$ cat src/rv_decode_defs.svh
`ifndef RV_DECODE_DEFS_SVH
`define RV_DECODE_DEFS_SVH

// datapath and address width
`define XLEN 32

// register file index width
`define REG_ADDR_W 5

// one mask bit per byte lane
`define WMASK_W 4

// full instruction word, no other system encoding is decoded
`define INST_EBREAK 32'h0010_0073

// link address step for jal and jalr
`define PC_STEP 32'd4

// execute unit compare results
`define EXU_LT 32'd4
`define EXU_EQ 32'd0

`endif

$ cat src/rv_decode_pkg.sv
`include "rv_decode_defs.svh"

package rv_decode_pkg;

	typedef enum logic [3:0] {
		cls_op_imm,
		cls_op_reg,
		cls_load,
		cls_store,
		cls_branch,
		cls_jal,
		cls_jalr,
		cls_lui,
		cls_auipc,
		cls_ebreak,
		cls_illegal
	} inst_class_e;

	typedef enum logic [2:0] {
		fmt_none,
		fmt_i,
		fmt_u,
		fmt_s,
		fmt_b,
		fmt_j,
		fmt_shamt
	} imm_fmt_e;

	// second operand of the execute unit
	typedef enum logic {
		src_reg,
		src_imm
	} alu_src_e;

	typedef enum logic [3:0] {
		op_add,
		op_sub,
		op_ucmp,
		op_scmp,
		op_srl,
		op_sra,
		op_sll,
		op_xor,
		op_and,
		op_or
	} alu_op_e;

	typedef struct packed {
		alu_src_e src;
		alu_op_e  op;
	} alu_ctrl_t;

	typedef enum logic [1:0] {
		rsize_byte = 2'd0,
		rsize_half = 2'd1,
		rsize_word = 2'd2
	} rsize_e;

	typedef struct packed {
		inst_class_e            cls;
		imm_fmt_e               fmt;
		logic [2:0]             funct3;
		logic                   f7_b5;
		logic [`REG_ADDR_W-1:0] rd;
		logic [`REG_ADDR_W-1:0] rs1;
		logic [`REG_ADDR_W-1:0] rs2;
		logic                   unsigned_ld;
		logic                   cmp_unsigned;
	} dec_t;

	typedef struct packed {
		logic                   wen;
		logic [`REG_ADDR_W-1:0] waddr;
		logic [`XLEN-1:0]       wdata;
	} gpr_wr_t;

	typedef struct packed {
		logic             wen;
		logic [`XLEN-1:0] wdata;
	} pc_wr_t;

	typedef struct packed {
		logic                rvalid;
		logic                wen;
		logic [`XLEN-1:0]    raddr;
		logic [`XLEN-1:0]    waddr;
		logic [`XLEN-1:0]    wdata;
		logic [`WMASK_W-1:0] wmask;
		rsize_e              rsize;
	} mem_req_t;

endpackage

$ cat src/inst_dec.sv
`timescale 1ns/10ps
`include "rv_decode_defs.svh"

module inst_dec (
	input  logic [`XLEN-1:0]    inst,
	output rv_decode_pkg::dec_t dec
);

	logic [6:0] opcode;
	logic [2:0] funct3;
	logic [6:0] funct7;

	assign opcode = inst[6:0];
	assign funct3 = inst[14:12];
	assign funct7 = inst[31:25];

	always_comb begin
		dec.funct3       = funct3;
		dec.f7_b5        = funct7[5];
		dec.rd           = inst[11:7];
		dec.rs1          = inst[19:15];
		dec.rs2          = inst[24:20];
		dec.unsigned_ld  = funct3[2];
		// only blt and bge compare signed
		dec.cmp_unsigned = (funct3[2:1] != 2'b10);
		dec.cls          = rv_decode_pkg::cls_illegal;
		dec.fmt          = rv_decode_pkg::fmt_none;

		casez ({funct7, funct3, opcode})
			// shifts first, they overlap the generic immediate rows
			17'b0000000_001_0010011, 17'b0000000_101_0010011, 17'b010000?_101_0010011: begin
				dec.cls = rv_decode_pkg::cls_op_imm;
				dec.fmt = rv_decode_pkg::fmt_shamt;
			end
			17'b???????_000_0010011, 17'b???????_01?_0010011,
			17'b???????_100_0010011, 17'b???????_11?_0010011: begin
				dec.cls = rv_decode_pkg::cls_op_imm;
				dec.fmt = rv_decode_pkg::fmt_i;
			end
			17'b0000000_???_0110011, 17'b0100000_000_0110011, 17'b0100000_101_0110011: begin
				dec.cls = rv_decode_pkg::cls_op_reg;
			end
			17'b???????_00?_0000011, 17'b???????_010_0000011, 17'b???????_10?_0000011: begin
				dec.cls = rv_decode_pkg::cls_load;
				dec.fmt = rv_decode_pkg::fmt_i;
			end
			17'b???????_00?_0100011, 17'b???????_010_0100011: begin
				dec.cls = rv_decode_pkg::cls_store;
				dec.fmt = rv_decode_pkg::fmt_s;
			end
			17'b???????_00?_1100011, 17'b???????_1??_1100011: begin
				dec.cls = rv_decode_pkg::cls_branch;
				dec.fmt = rv_decode_pkg::fmt_b;
			end
			17'b???????_000_1100111: begin
				dec.cls = rv_decode_pkg::cls_jalr;
				dec.fmt = rv_decode_pkg::fmt_i;
			end
			17'b???????_???_1101111: begin
				dec.cls = rv_decode_pkg::cls_jal;
				dec.fmt = rv_decode_pkg::fmt_j;
			end
			17'b???????_???_0110111: begin
				dec.cls = rv_decode_pkg::cls_lui;
				dec.fmt = rv_decode_pkg::fmt_u;
			end
			17'b???????_???_0010111: begin
				dec.cls = rv_decode_pkg::cls_auipc;
				dec.fmt = rv_decode_pkg::fmt_u;
			end
			17'b0000000_000_1110011: begin
				if (inst == `INST_EBREAK) begin
					dec.cls = rv_decode_pkg::cls_ebreak;
				end
			end
			default: begin
				dec.cls = rv_decode_pkg::cls_illegal;
			end
		endcase
	end

endmodule

$ cat src/imm_gen.sv
`timescale 1ns/10ps
`include "rv_decode_defs.svh"

module imm_gen (
	input  logic [`XLEN-1:0]    inst,
	input  rv_decode_pkg::dec_t dec,
	output logic [`XLEN-1:0]    imm
);

	logic sign;

	assign sign = inst[31];

	always_comb begin
		case (dec.fmt)
			rv_decode_pkg::fmt_i: begin
				imm = {{(`XLEN-12){sign}}, inst[31:20]};
			end
			rv_decode_pkg::fmt_u: begin
				imm = {inst[31:12], 12'b0};
			end
			rv_decode_pkg::fmt_s: begin
				imm = {{(`XLEN-12){sign}}, inst[31:25], inst[11:7]};
			end
			rv_decode_pkg::fmt_b: begin
				imm = {{(`XLEN-12){sign}}, inst[7], inst[30:25], inst[11:8], 1'b0};
			end
			rv_decode_pkg::fmt_j: begin
				imm = {{(`XLEN-20){sign}}, inst[19:12], inst[20], inst[30:21], 1'b0};
			end
			// six bit shift amount, never sign extended
			rv_decode_pkg::fmt_shamt: begin
				imm = {{(`XLEN-6){1'b0}}, inst[25:20]};
			end
			default: begin
				imm = '0;
			end
		endcase
	end

endmodule

$ cat src/alu_ctrl_dec.sv
`timescale 1ns/10ps

module alu_ctrl_dec (
	input  rv_decode_pkg::dec_t      dec,
	output rv_decode_pkg::alu_ctrl_t alu_ctrl
);

	rv_decode_pkg::alu_op_e arith_op;

	// register and immediate arithmetic share the funct3 map
	always_comb begin
		case (dec.funct3)
			3'b000: begin
				if (dec.cls == rv_decode_pkg::cls_op_reg && dec.f7_b5) begin
					arith_op = rv_decode_pkg::op_sub;
				end else begin
					arith_op = rv_decode_pkg::op_add;
				end
			end
			3'b001: arith_op = rv_decode_pkg::op_sll;
			3'b010: arith_op = rv_decode_pkg::op_scmp;
			3'b011: arith_op = rv_decode_pkg::op_ucmp;
			3'b100: arith_op = rv_decode_pkg::op_xor;
			3'b101: begin
				arith_op = dec.f7_b5 ? rv_decode_pkg::op_sra : rv_decode_pkg::op_srl;
			end
			3'b110: arith_op = rv_decode_pkg::op_or;
			default: arith_op = rv_decode_pkg::op_and;
		endcase
	end

	always_comb begin
		alu_ctrl.src = rv_decode_pkg::src_reg;
		alu_ctrl.op  = rv_decode_pkg::op_add;
		case (dec.cls)
			rv_decode_pkg::cls_op_reg: begin
				alu_ctrl.op = arith_op;
			end
			rv_decode_pkg::cls_op_imm: begin
				alu_ctrl.src = rv_decode_pkg::src_imm;
				alu_ctrl.op  = arith_op;
			end
			// address add for memory access
			rv_decode_pkg::cls_load, rv_decode_pkg::cls_store: begin
				alu_ctrl.src = rv_decode_pkg::src_imm;
			end
			rv_decode_pkg::cls_branch: begin
				if (dec.cmp_unsigned) begin
					alu_ctrl.op = rv_decode_pkg::op_ucmp;
				end else begin
					alu_ctrl.op = rv_decode_pkg::op_scmp;
				end
			end
			default: begin
				alu_ctrl.src = rv_decode_pkg::src_reg;
			end
		endcase
	end

endmodule

$ cat src/lsu_req_gen.sv
`timescale 1ns/10ps
`include "rv_decode_defs.svh"

module lsu_req_gen (
	input  rv_decode_pkg::dec_t     dec,
	input  logic [`XLEN-1:0]        exu_data,
	input  logic [`XLEN-1:0]        gpr_rdata2,
	input  logic [`XLEN-1:0]        mem_rdata,
	output rv_decode_pkg::mem_req_t mem_req,
	output logic [`XLEN-1:0]        load_data
);

	logic [1:0]            lane_ofs;
	logic [`XLEN-1:0]      st_data;
	logic [`WMASK_W-1:0]   st_mask;
	logic [2*`XLEN-1:0]    data_rot;
	logic [2*`WMASK_W-1:0] mask_rot;

	// sw stays in place, sb and sh follow the low address bits
	assign lane_ofs = (dec.funct3[1:0] == 2'b10) ? 2'b00 : exu_data[1:0];

	always_comb begin
		case (dec.funct3[1:0])
			2'b00: begin
				st_data = {{(`XLEN-8){1'b0}}, gpr_rdata2[7:0]};
				st_mask = 4'b0001;
			end
			2'b01: begin
				st_data = {{(`XLEN-16){1'b0}}, gpr_rdata2[15:0]};
				st_mask = 4'b0011;
			end
			default: begin
				st_data = gpr_rdata2;
				st_mask = 4'b1111;
			end
		endcase
	end

	// rotate left, a half at offset 3 wraps into lane 0
	assign data_rot = {st_data, st_data} << {lane_ofs, 3'b000};
	assign mask_rot = {st_mask, st_mask} << lane_ofs;

	always_comb begin
		case (dec.funct3[1:0])
			2'b00: begin
				load_data = dec.unsigned_ld ? {{(`XLEN-8){1'b0}}, mem_rdata[7:0]}
					: {{(`XLEN-8){mem_rdata[7]}}, mem_rdata[7:0]};
			end
			2'b01: begin
				load_data = dec.unsigned_ld ? {{(`XLEN-16){1'b0}}, mem_rdata[15:0]}
					: {{(`XLEN-16){mem_rdata[15]}}, mem_rdata[15:0]};
			end
			default: load_data = mem_rdata;
		endcase
	end

	always_comb begin
		mem_req = '0;
		if (dec.cls == rv_decode_pkg::cls_load) begin
			mem_req.rvalid = 1'b1;
			mem_req.raddr  = exu_data;
			case (dec.funct3[1:0])
				2'b00: mem_req.rsize = rv_decode_pkg::rsize_byte;
				2'b01: mem_req.rsize = rv_decode_pkg::rsize_half;
				default: mem_req.rsize = rv_decode_pkg::rsize_word;
			endcase
		end else if (dec.cls == rv_decode_pkg::cls_store) begin
			mem_req.wen   = 1'b1;
			mem_req.waddr = exu_data;
			mem_req.wdata = data_rot[2*`XLEN-1 -: `XLEN];
			mem_req.wmask = mask_rot[2*`WMASK_W-1 -: `WMASK_W];
		end
	end

endmodule

$ cat src/wb_pc_ctrl.sv
`timescale 1ns/10ps
`include "rv_decode_defs.svh"

module wb_pc_ctrl (
	input  logic                    sys_clk,
	input  logic                    arst_n,
	input  rv_decode_pkg::dec_t     dec,
	input  logic [`XLEN-1:0]        imm,
	input  logic [`XLEN-1:0]        pc,
	input  logic [`XLEN-1:0]        gpr_rdata1,
	input  logic [`XLEN-1:0]        exu_data,
	input  logic [`XLEN-1:0]        load_data,
	output logic [`REG_ADDR_W-1:0]  gpr_raddr1,
	output logic [`REG_ADDR_W-1:0]  gpr_raddr2,
	output rv_decode_pkg::gpr_wr_t  gpr_wr,
	output rv_decode_pkg::pc_wr_t   pc_wr,
	output logic                    halted
);

	logic [`XLEN-1:0] pc_plus_imm;
	logic [`XLEN-1:0] link_addr;
	logic [`XLEN-1:0] jalr_tgt;
	logic             is_eq;
	logic             is_lt;
	logic             br_taken;
	logic             uses_rs1;
	logic             uses_rs2;

	assign pc_plus_imm = pc + imm;
	assign link_addr   = pc + `PC_STEP;
	assign jalr_tgt    = (gpr_rdata1 + imm) & ~`XLEN'd1;
	assign is_eq       = (exu_data == `EXU_EQ);
	assign is_lt       = (exu_data == `EXU_LT);
	// funct3 bit 2 selects the less-than test, bit 0 inverts it
	assign br_taken    = (dec.funct3[2] ? is_lt : is_eq) ^ dec.funct3[0];

	assign uses_rs1 = dec.cls inside {rv_decode_pkg::cls_op_imm, rv_decode_pkg::cls_op_reg,
		rv_decode_pkg::cls_load, rv_decode_pkg::cls_store, rv_decode_pkg::cls_branch,
		rv_decode_pkg::cls_jalr};
	assign uses_rs2 = dec.cls inside {rv_decode_pkg::cls_op_reg, rv_decode_pkg::cls_store,
		rv_decode_pkg::cls_branch};

	assign gpr_raddr1 = uses_rs1 ? dec.rs1 : '0;
	assign gpr_raddr2 = uses_rs2 ? dec.rs2 : '0;

	always_comb begin
		gpr_wr       = '0;
		gpr_wr.waddr = dec.rd;
		case (dec.cls)
			rv_decode_pkg::cls_op_imm, rv_decode_pkg::cls_op_reg: begin
				gpr_wr.wen = 1'b1;
				// slt and sltu turn the compare code into 0 or 1
				if (dec.funct3[2:1] == 2'b01) begin
					gpr_wr.wdata = {{(`XLEN-1){1'b0}}, is_lt};
				end else begin
					gpr_wr.wdata = exu_data;
				end
			end
			rv_decode_pkg::cls_load: begin
				gpr_wr.wen   = 1'b1;
				gpr_wr.wdata = load_data;
			end
			rv_decode_pkg::cls_lui: begin
				gpr_wr.wen   = 1'b1;
				gpr_wr.wdata = imm;
			end
			rv_decode_pkg::cls_auipc: begin
				gpr_wr.wen   = 1'b1;
				gpr_wr.wdata = pc_plus_imm;
			end
			rv_decode_pkg::cls_jal, rv_decode_pkg::cls_jalr: begin
				gpr_wr.wen   = 1'b1;
				gpr_wr.wdata = link_addr;
			end
			default: begin
				gpr_wr.waddr = '0;
			end
		endcase
	end

	always_comb begin
		pc_wr = '0;
		case (dec.cls)
			rv_decode_pkg::cls_jal: begin
				pc_wr.wen   = 1'b1;
				pc_wr.wdata = pc_plus_imm;
			end
			rv_decode_pkg::cls_jalr: begin
				pc_wr.wen   = 1'b1;
				pc_wr.wdata = jalr_tgt;
			end
			rv_decode_pkg::cls_branch: begin
				pc_wr.wen   = br_taken;
				pc_wr.wdata = br_taken ? pc_plus_imm : '0;
			end
			default: begin
				pc_wr.wen = 1'b0;
			end
		endcase
	end

	// sticky until the next reset
	always_ff @(posedge sys_clk or negedge arst_n) begin
		if (!arst_n) begin
			halted <= 1'b0;
		end else if (dec.cls == rv_decode_pkg::cls_ebreak) begin
			halted <= 1'b1;
		end
	end

endmodule

$ cat src/idu.sv
`timescale 1ns/10ps
`include "rv_decode_defs.svh"

module idu (
	input  logic                     sys_clk,
	input  logic                     arst_n,
	input  logic [`XLEN-1:0]         inst,
	input  logic [`XLEN-1:0]         pc,
	input  logic [`XLEN-1:0]         gpr_rdata1,
	input  logic [`XLEN-1:0]         gpr_rdata2,
	input  logic [`XLEN-1:0]         exu_data,
	input  logic [`XLEN-1:0]         mem_rdata,
	output logic [`REG_ADDR_W-1:0]   gpr_raddr1,
	output logic [`REG_ADDR_W-1:0]   gpr_raddr2,
	output rv_decode_pkg::gpr_wr_t   gpr_wr,
	output rv_decode_pkg::pc_wr_t    pc_wr,
	output logic [`XLEN-1:0]         imm,
	output rv_decode_pkg::alu_ctrl_t alu_ctrl,
	output rv_decode_pkg::mem_req_t  mem_req,
	output logic                     halted
);

	rv_decode_pkg::dec_t dec;
	logic [`XLEN-1:0]    load_data;

	inst_dec u_inst_dec (
		.inst (inst),
		.dec  (dec)
	);

	imm_gen u_imm_gen (
		.inst (inst),
		.dec  (dec),
		.imm  (imm)
	);

	alu_ctrl_dec u_alu_ctrl_dec (
		.dec      (dec),
		.alu_ctrl (alu_ctrl)
	);

	lsu_req_gen u_lsu_req_gen (
		.dec        (dec),
		.exu_data   (exu_data),
		.gpr_rdata2 (gpr_rdata2),
		.mem_rdata  (mem_rdata),
		.mem_req    (mem_req),
		.load_data  (load_data)
	);

	wb_pc_ctrl u_wb_pc_ctrl (
		.sys_clk    (sys_clk),
		.arst_n     (arst_n),
		.dec        (dec),
		.imm        (imm),
		.pc         (pc),
		.gpr_rdata1 (gpr_rdata1),
		.exu_data   (exu_data),
		.load_data  (load_data),
		.gpr_raddr1 (gpr_raddr1),
		.gpr_raddr2 (gpr_raddr2),
		.gpr_wr     (gpr_wr),
		.pc_wr      (pc_wr),
		.halted     (halted)
	);

endmodule

$ cat config.mk
export PLATFORM = sky130hd
export DESIGN_NAME = idu
export DESIGN_NICKNAME = d
export VERILOG_FILES = /design/src/rv_decode_pkg.sv /design/src/inst_dec.sv /design/src/imm_gen.sv /design/src/alu_ctrl_dec.sv /design/src/lsu_req_gen.sv /design/src/wb_pc_ctrl.sv /design/src/idu.sv
export VERILOG_INCLUDE_DIRS = /design/src
export SDC_FILE = /design/constraint.sdc
export NUM_CORES = 1
export LEC_CHECK = 0
export BUFFER_PORTS_ARGS = -buffer_cell sky130_fd_sc_hd__buf_2
export CORE_AREA = 2 2 164 166
export DETAILED_ROUTE_END_ITERATION = 8
export DIE_AREA = 0 0 166 168
export PLACE_DENSITY = 0.57
export RECOVER_POWER = 50
export SYNTH_ARGS = -nofsm -noshare
export SYNTH_HDL_FRONTEND = slang
export SYNTH_SLANG_ARGS = --single-unit
export TNS_END_PERCENT = 100
$ cat constraint.sdc
create_clock -name sys_clk -period 7.8 [get_ports sys_clk]
set_input_delay 1.56 -clock sys_clk [delete_from_list [all_inputs] [get_ports sys_clk]]
set_output_delay 1.56 -clock sys_clk [all_outputs]
set_load 0.005 [all_outputs]
# Word level (Yosys, flattened, before mapping)
# Cells that the tools add are included.
[word_totals]
regBits = 1
input_bits = 194
out_inout_bits = 223
word_cells = 109
[op_classes]
add_sub_neg = 3
eq_ne = 49
shift = 2
mux = 34
bitwise = 1
reduce_logical = 19
[op_table]
columns = ["cell", "n"]
rows = [
  ["case mux 32 bit (6 select lines)", 1],
  ["two-way mux 32 bit", 5],
  ["case mux 32 bit (5 select lines)", 1],
  ["two-way mux 68 bit", 2],
  ["case mux 32 bit (2 select lines)", 2],
  ["case mux 32 bit (3 select lines)", 1],
  ["adder 32 bit", 2],
  ["left shift 64 x 5 -> 64 bit", 1],
  ["case mux 4 bit (10 select lines)", 1],
  ["equality test 17 x 16 -> 1 bit, second input constant", 2],
  ["adder 32 x 3 -> 32 bit, second input constant", 1],
  ["equality test 32 x 21 -> 1 bit, second input constant", 1],
  ["equality test 32 x 3 -> 1 bit, second input constant", 1],
  ["logical NOT 32 bit", 1],
  ["case mux 4 bit (7 select lines)", 1],
  ["equality test 10 x 9 -> 1 bit, second input constant", 2],
  ["equality test 3 bit, second input constant", 6],
  ["equality test 9 bit, second input constant", 2],
  ["case mux 3 bit (6 select lines)", 1],
  ["equality test 17 x 10 -> 1 bit, second input constant", 1],
  ["equality test 17 x 7 -> 1 bit, second input constant", 1],
  ["equality test 17 x 8 -> 1 bit, second input constant", 1],
  ["equality test 16 x 15 -> 1 bit, second input constant", 1],
  ["equality test 4 x 3 -> 1 bit, second input constant", 4],
  ["other kinds (38)", 66],
]

# Longest topological paths before layout
[depth]
ltp_word = 8
ltp_mapped = 21
mapped_depth_nobuf = 19

# By module
# A second synthesis with hierarchy kept.
[unflattened]
hier_cells = 1289
area_unflattened_um2 = 8861.0
[by_module_without_submodules]
columns = ["module", "n_inst", "cells_per_inst", "area_each_um2", "seq_area_each_um2"]
rows = [
  ["wb_pc_ctrl", 1, 750, 5137.4, 25.0],
  ["lsu_req_gen", 1, 339, 2095.8, 0.0],
  ["imm_gen", 1, 101, 938.4, 0.0],
  ["inst_dec", 1, 78, 549.3, 0.0],
  ["alu_ctrl_dec", 1, 21, 140.1, 0.0],
]

# Worst setup path after synthesis
# No wires, ideal clock.
[synth_timing]
kind = "in2out"
startpoint = "input inst[13]"
endpoint = "output gpr_wr[31] (netlist name)"
arrival_ns = 5.569
required_time_ns = 6.240
setup_slack_ns = 0.671
stages = 19
n_path_buf = 3
cell_sequence = "buf_2 or2_2 clkbuf_1 nor2_1 o21ai_1 clkbuf_1 nand2_1 a22o_1 ha_1 a211oi_1 o21ai_1 a221o_1 o21a_1 a211o_1 o41ai_4 o21ai_1 a21oi_2 xnor2_1 o221ai_1"
[synth_lines]
columns = ["element", "line_no", "source"]
rows = [
  ["start: declaration", "idu.sv:7", "input logic [`XLEN-1:0] inst,"],
  ["end: declaration", "idu.sv:15", "output rv_decode_pkg::gpr_wr_t gpr_wr,"],
]

==> out/results.ini <==
[worst_hold_path]
worstHoldStart = u_wb_pc_ctrl.halted
hp-class = flip-flop to flip-flop
hold_depth = 1
hold_end = u_wb_pc_ctrl.halted

[logic_synthesis]
synthDistinctLibCells = 63
ys_ff_latch = 1
synth-edff-count = 0
syn-instance-count = 1120
post_synth.cell_area_avg_um2 = 6.23
synth_async_sr_flop_share_pct = 100
yosysWarnings = 0
syn-cell-area_um2 = 6980
syn-num-nets = 1378
synth_top_flop_cell = dfrtp_1
ys_seq_area_share_pct = 0.359

[power]
p_per_area_nw_per_um2 = 35.1
p_leak_nw = 5.11
worst_ir_drop_vdd_mv = 0.0170
power_uw = 335

[routing]
viasPerCell = 5.70
drt_wl_total_mm = 43.9
drtIter0Drc = 936
drc = 0
vias = 10586
wl_per_cell_um = 23.7
drt.antenna.violating_nets = 0
drtPass1Iterations = 6

[grt]
grt_overflow = 0
grt_max_degree = 65
grt.total_usage_pct = 29.2
grt_pass1_wl_mm = 63.0
antenna_found_initial = 0
grt_pass1_vias = 10056

[floorplanning]
dieArea_um2 = 27900
die_y_um = 168
core-area_um2 = 26400
row_count = 60
initial_core_util_pct = 26.5
ios = 417
die_w_um = 166

[timing]
fin_crit_sh_pct = 97.0
worst_pin_slew_ns = 1.59
setup_viol = 0
finalClockSkew_ns = 0
slew_headroom_pct = -5.96
fmax_ghz = 0.132
tns_ns = 0
finalWorstPathRequiredPeriod_ns = 7.57
rsz0062_at_grt = no
hold_violations = 0
slew_violations = 71

[setup_path]
r2r_cells = 1
r2r_slack_ns = 7.14
worst-endpoint-required_ns = 6.24
endpoint_kind = output pin
cp_common_cell = a21o_1
slowest_stage = o21ai_0
regToRegEndpoint = u_wb_pc_ctrl.halted
path_buf_inv = 4
cpPeakStageDelay_ns = 0.55
r2r-start = u_wb_pc_ctrl.halted
cp.arrival_ns = 6.01
cp-start-kind = input port
crit_fanout = 9
crit_start = inst[14]
path_cells = buf_2 > or2_2 > a211o_1 > a21oi_1 > nor3_1 > nor2_1 > buf_4 > buf_4 > a21o_1 > ha_1 > a21o_1 > a21o_1 > a21o_1 > a21o_1 > a21oi_1 > o21ai_0 > o21ai_0 > a21oi_1 > o21a_1 > o32ai_1 > buf_2
crit_type = input port to output pin
crit_family = compound AO/OA/AOI/OAI gates

[cells_and_area]
n_fill_cell = 3012
layout_common_cells = buf_2, nand2_1, a21oi_1
drive_gt1_share_pct = 29.2
reg_top3 = u_wb_pc_ctrl.halted x1
areaGrowthSynthToFinish_pct = 36.7
nets = 1775
top_register = u_wb_pc_ctrl.halted
regArea_um2 = 25.0
largest_reg_flops = 1
final_common_cell = buf_2
multi_input_area_um2 = 6690

[clock_network]
clock_latency_ns = 0
clk_pin_slew_worst_paths_ns = 0
post_cts_buffers = 0

[place]
dp_hpwl_mm = 36.6
place_congestion = 0.968
portBuffers = 416

[job]
maxCapViolations = 2

[status]
status = finished with violations
violations = max-capacitance violations, max-slew violations

## cells in the mapped netlist, types with 20 or more instances
cell type / number / share of area, %
nand2_1: 135 / 7.3
a21oi_1: 114 / 8.2
nor2_1: 94 / 5.1
o21ai_0: 78 / 5.6
ha_1: 62 / 11
and3_1: 53 / 4.8
clkbuf_1: 52 / 2.8
xnor2_1: 51 / 6.4
nand3_1: 49 / 3.5
a21o_1: 47 / 5.1
and2_1: 42 / 3.8
xor2_1: 34 / 4.3
nor2b_1: 30 / 2.7
nand2b_1: 21 / 1.9
nor3_1: 20 / 1.4
o22ai_1: 20 / 1.8
## how the worst max path moves through the flow
| stage | end | slack, ns | depth (start not counted) |
|---|---|---|---|
| finish | pc_wr[29] | 0.23 | 21 |
| global route | gpr_wr[31] | 0.01 | 19 |
| CTS | pc_wr[30] | 0.05 | 20 |
| detailed placement | pc_wr[30] | 0.05 | 20 |
| global placement | pc_wr[30] | 0.11 | 20 |
| floorplan | gpr_wr[31] | 0.67 | 19 |
## logic make-up after synthesis
family / Yosys count / share of synthesized area (%)
simple gates: 493 / 35.4
fa+ha+maj: 64 / 11.7
flops: 1 / 0.359
xor+xnor: 85 / 10.7
mux: 3 / 0.484
compound gates: 393 / 37.0
buf+inv: 81 / 4.43
## what timing repair did
action / in CTS / in global routing
gates resized for setup: 0 / 7
setup endpoints to repair: 0 / 8
hold endpoints to repair: 0 / 0
hold buffers: 0 / 0
## per-stage QoR
step	instance area, um^2	instances	util, %	hold slack [ns]	setup WS (ns)
2_1_floorplan	6980	1120	-	0.468	0.671
3_3_place_gp	9590	1856	36.4	0.469	0.108
3_5_place_dp	9590	1856	36.4	0.496	0.0532
4_1_cts	9590	1856	36.4	0.494	0.0482
5_1_grt	9540	1856	36.2	0.517	0.0143
6_report	9540	1857	36.2	0.493	0.235
## area by class of cell
class                      instances  share of cell area, %
tap                              341                   4.47
multi-input combinational       1038                   70.1
sequential                         1                  0.262
inverter                          17                  0.669
timing repair buffer             459                   24.4
antenna                            1                 0.0262
## per-layer routing
layer / wire length (um) / GRT usage [%]
met2: 20200 / 49.4
met4: 1870 / 10.6
met3: 3350 / 3.48
met5: 0 / 0
met1: 18500 / 38.2
## report_power, final
part | leakage, nW | switching [mW] | internal, mW | total (mW)
clock network | 0.00000634 | 0 | 0.000000000851 | 0.000000000858
registers | 0.0140 | 0.000000000117 | 0.00528 | 0.00528
logic | 5.10 | 0.207 | 0.123 | 0.330
(Power assumes the default switching activity.)
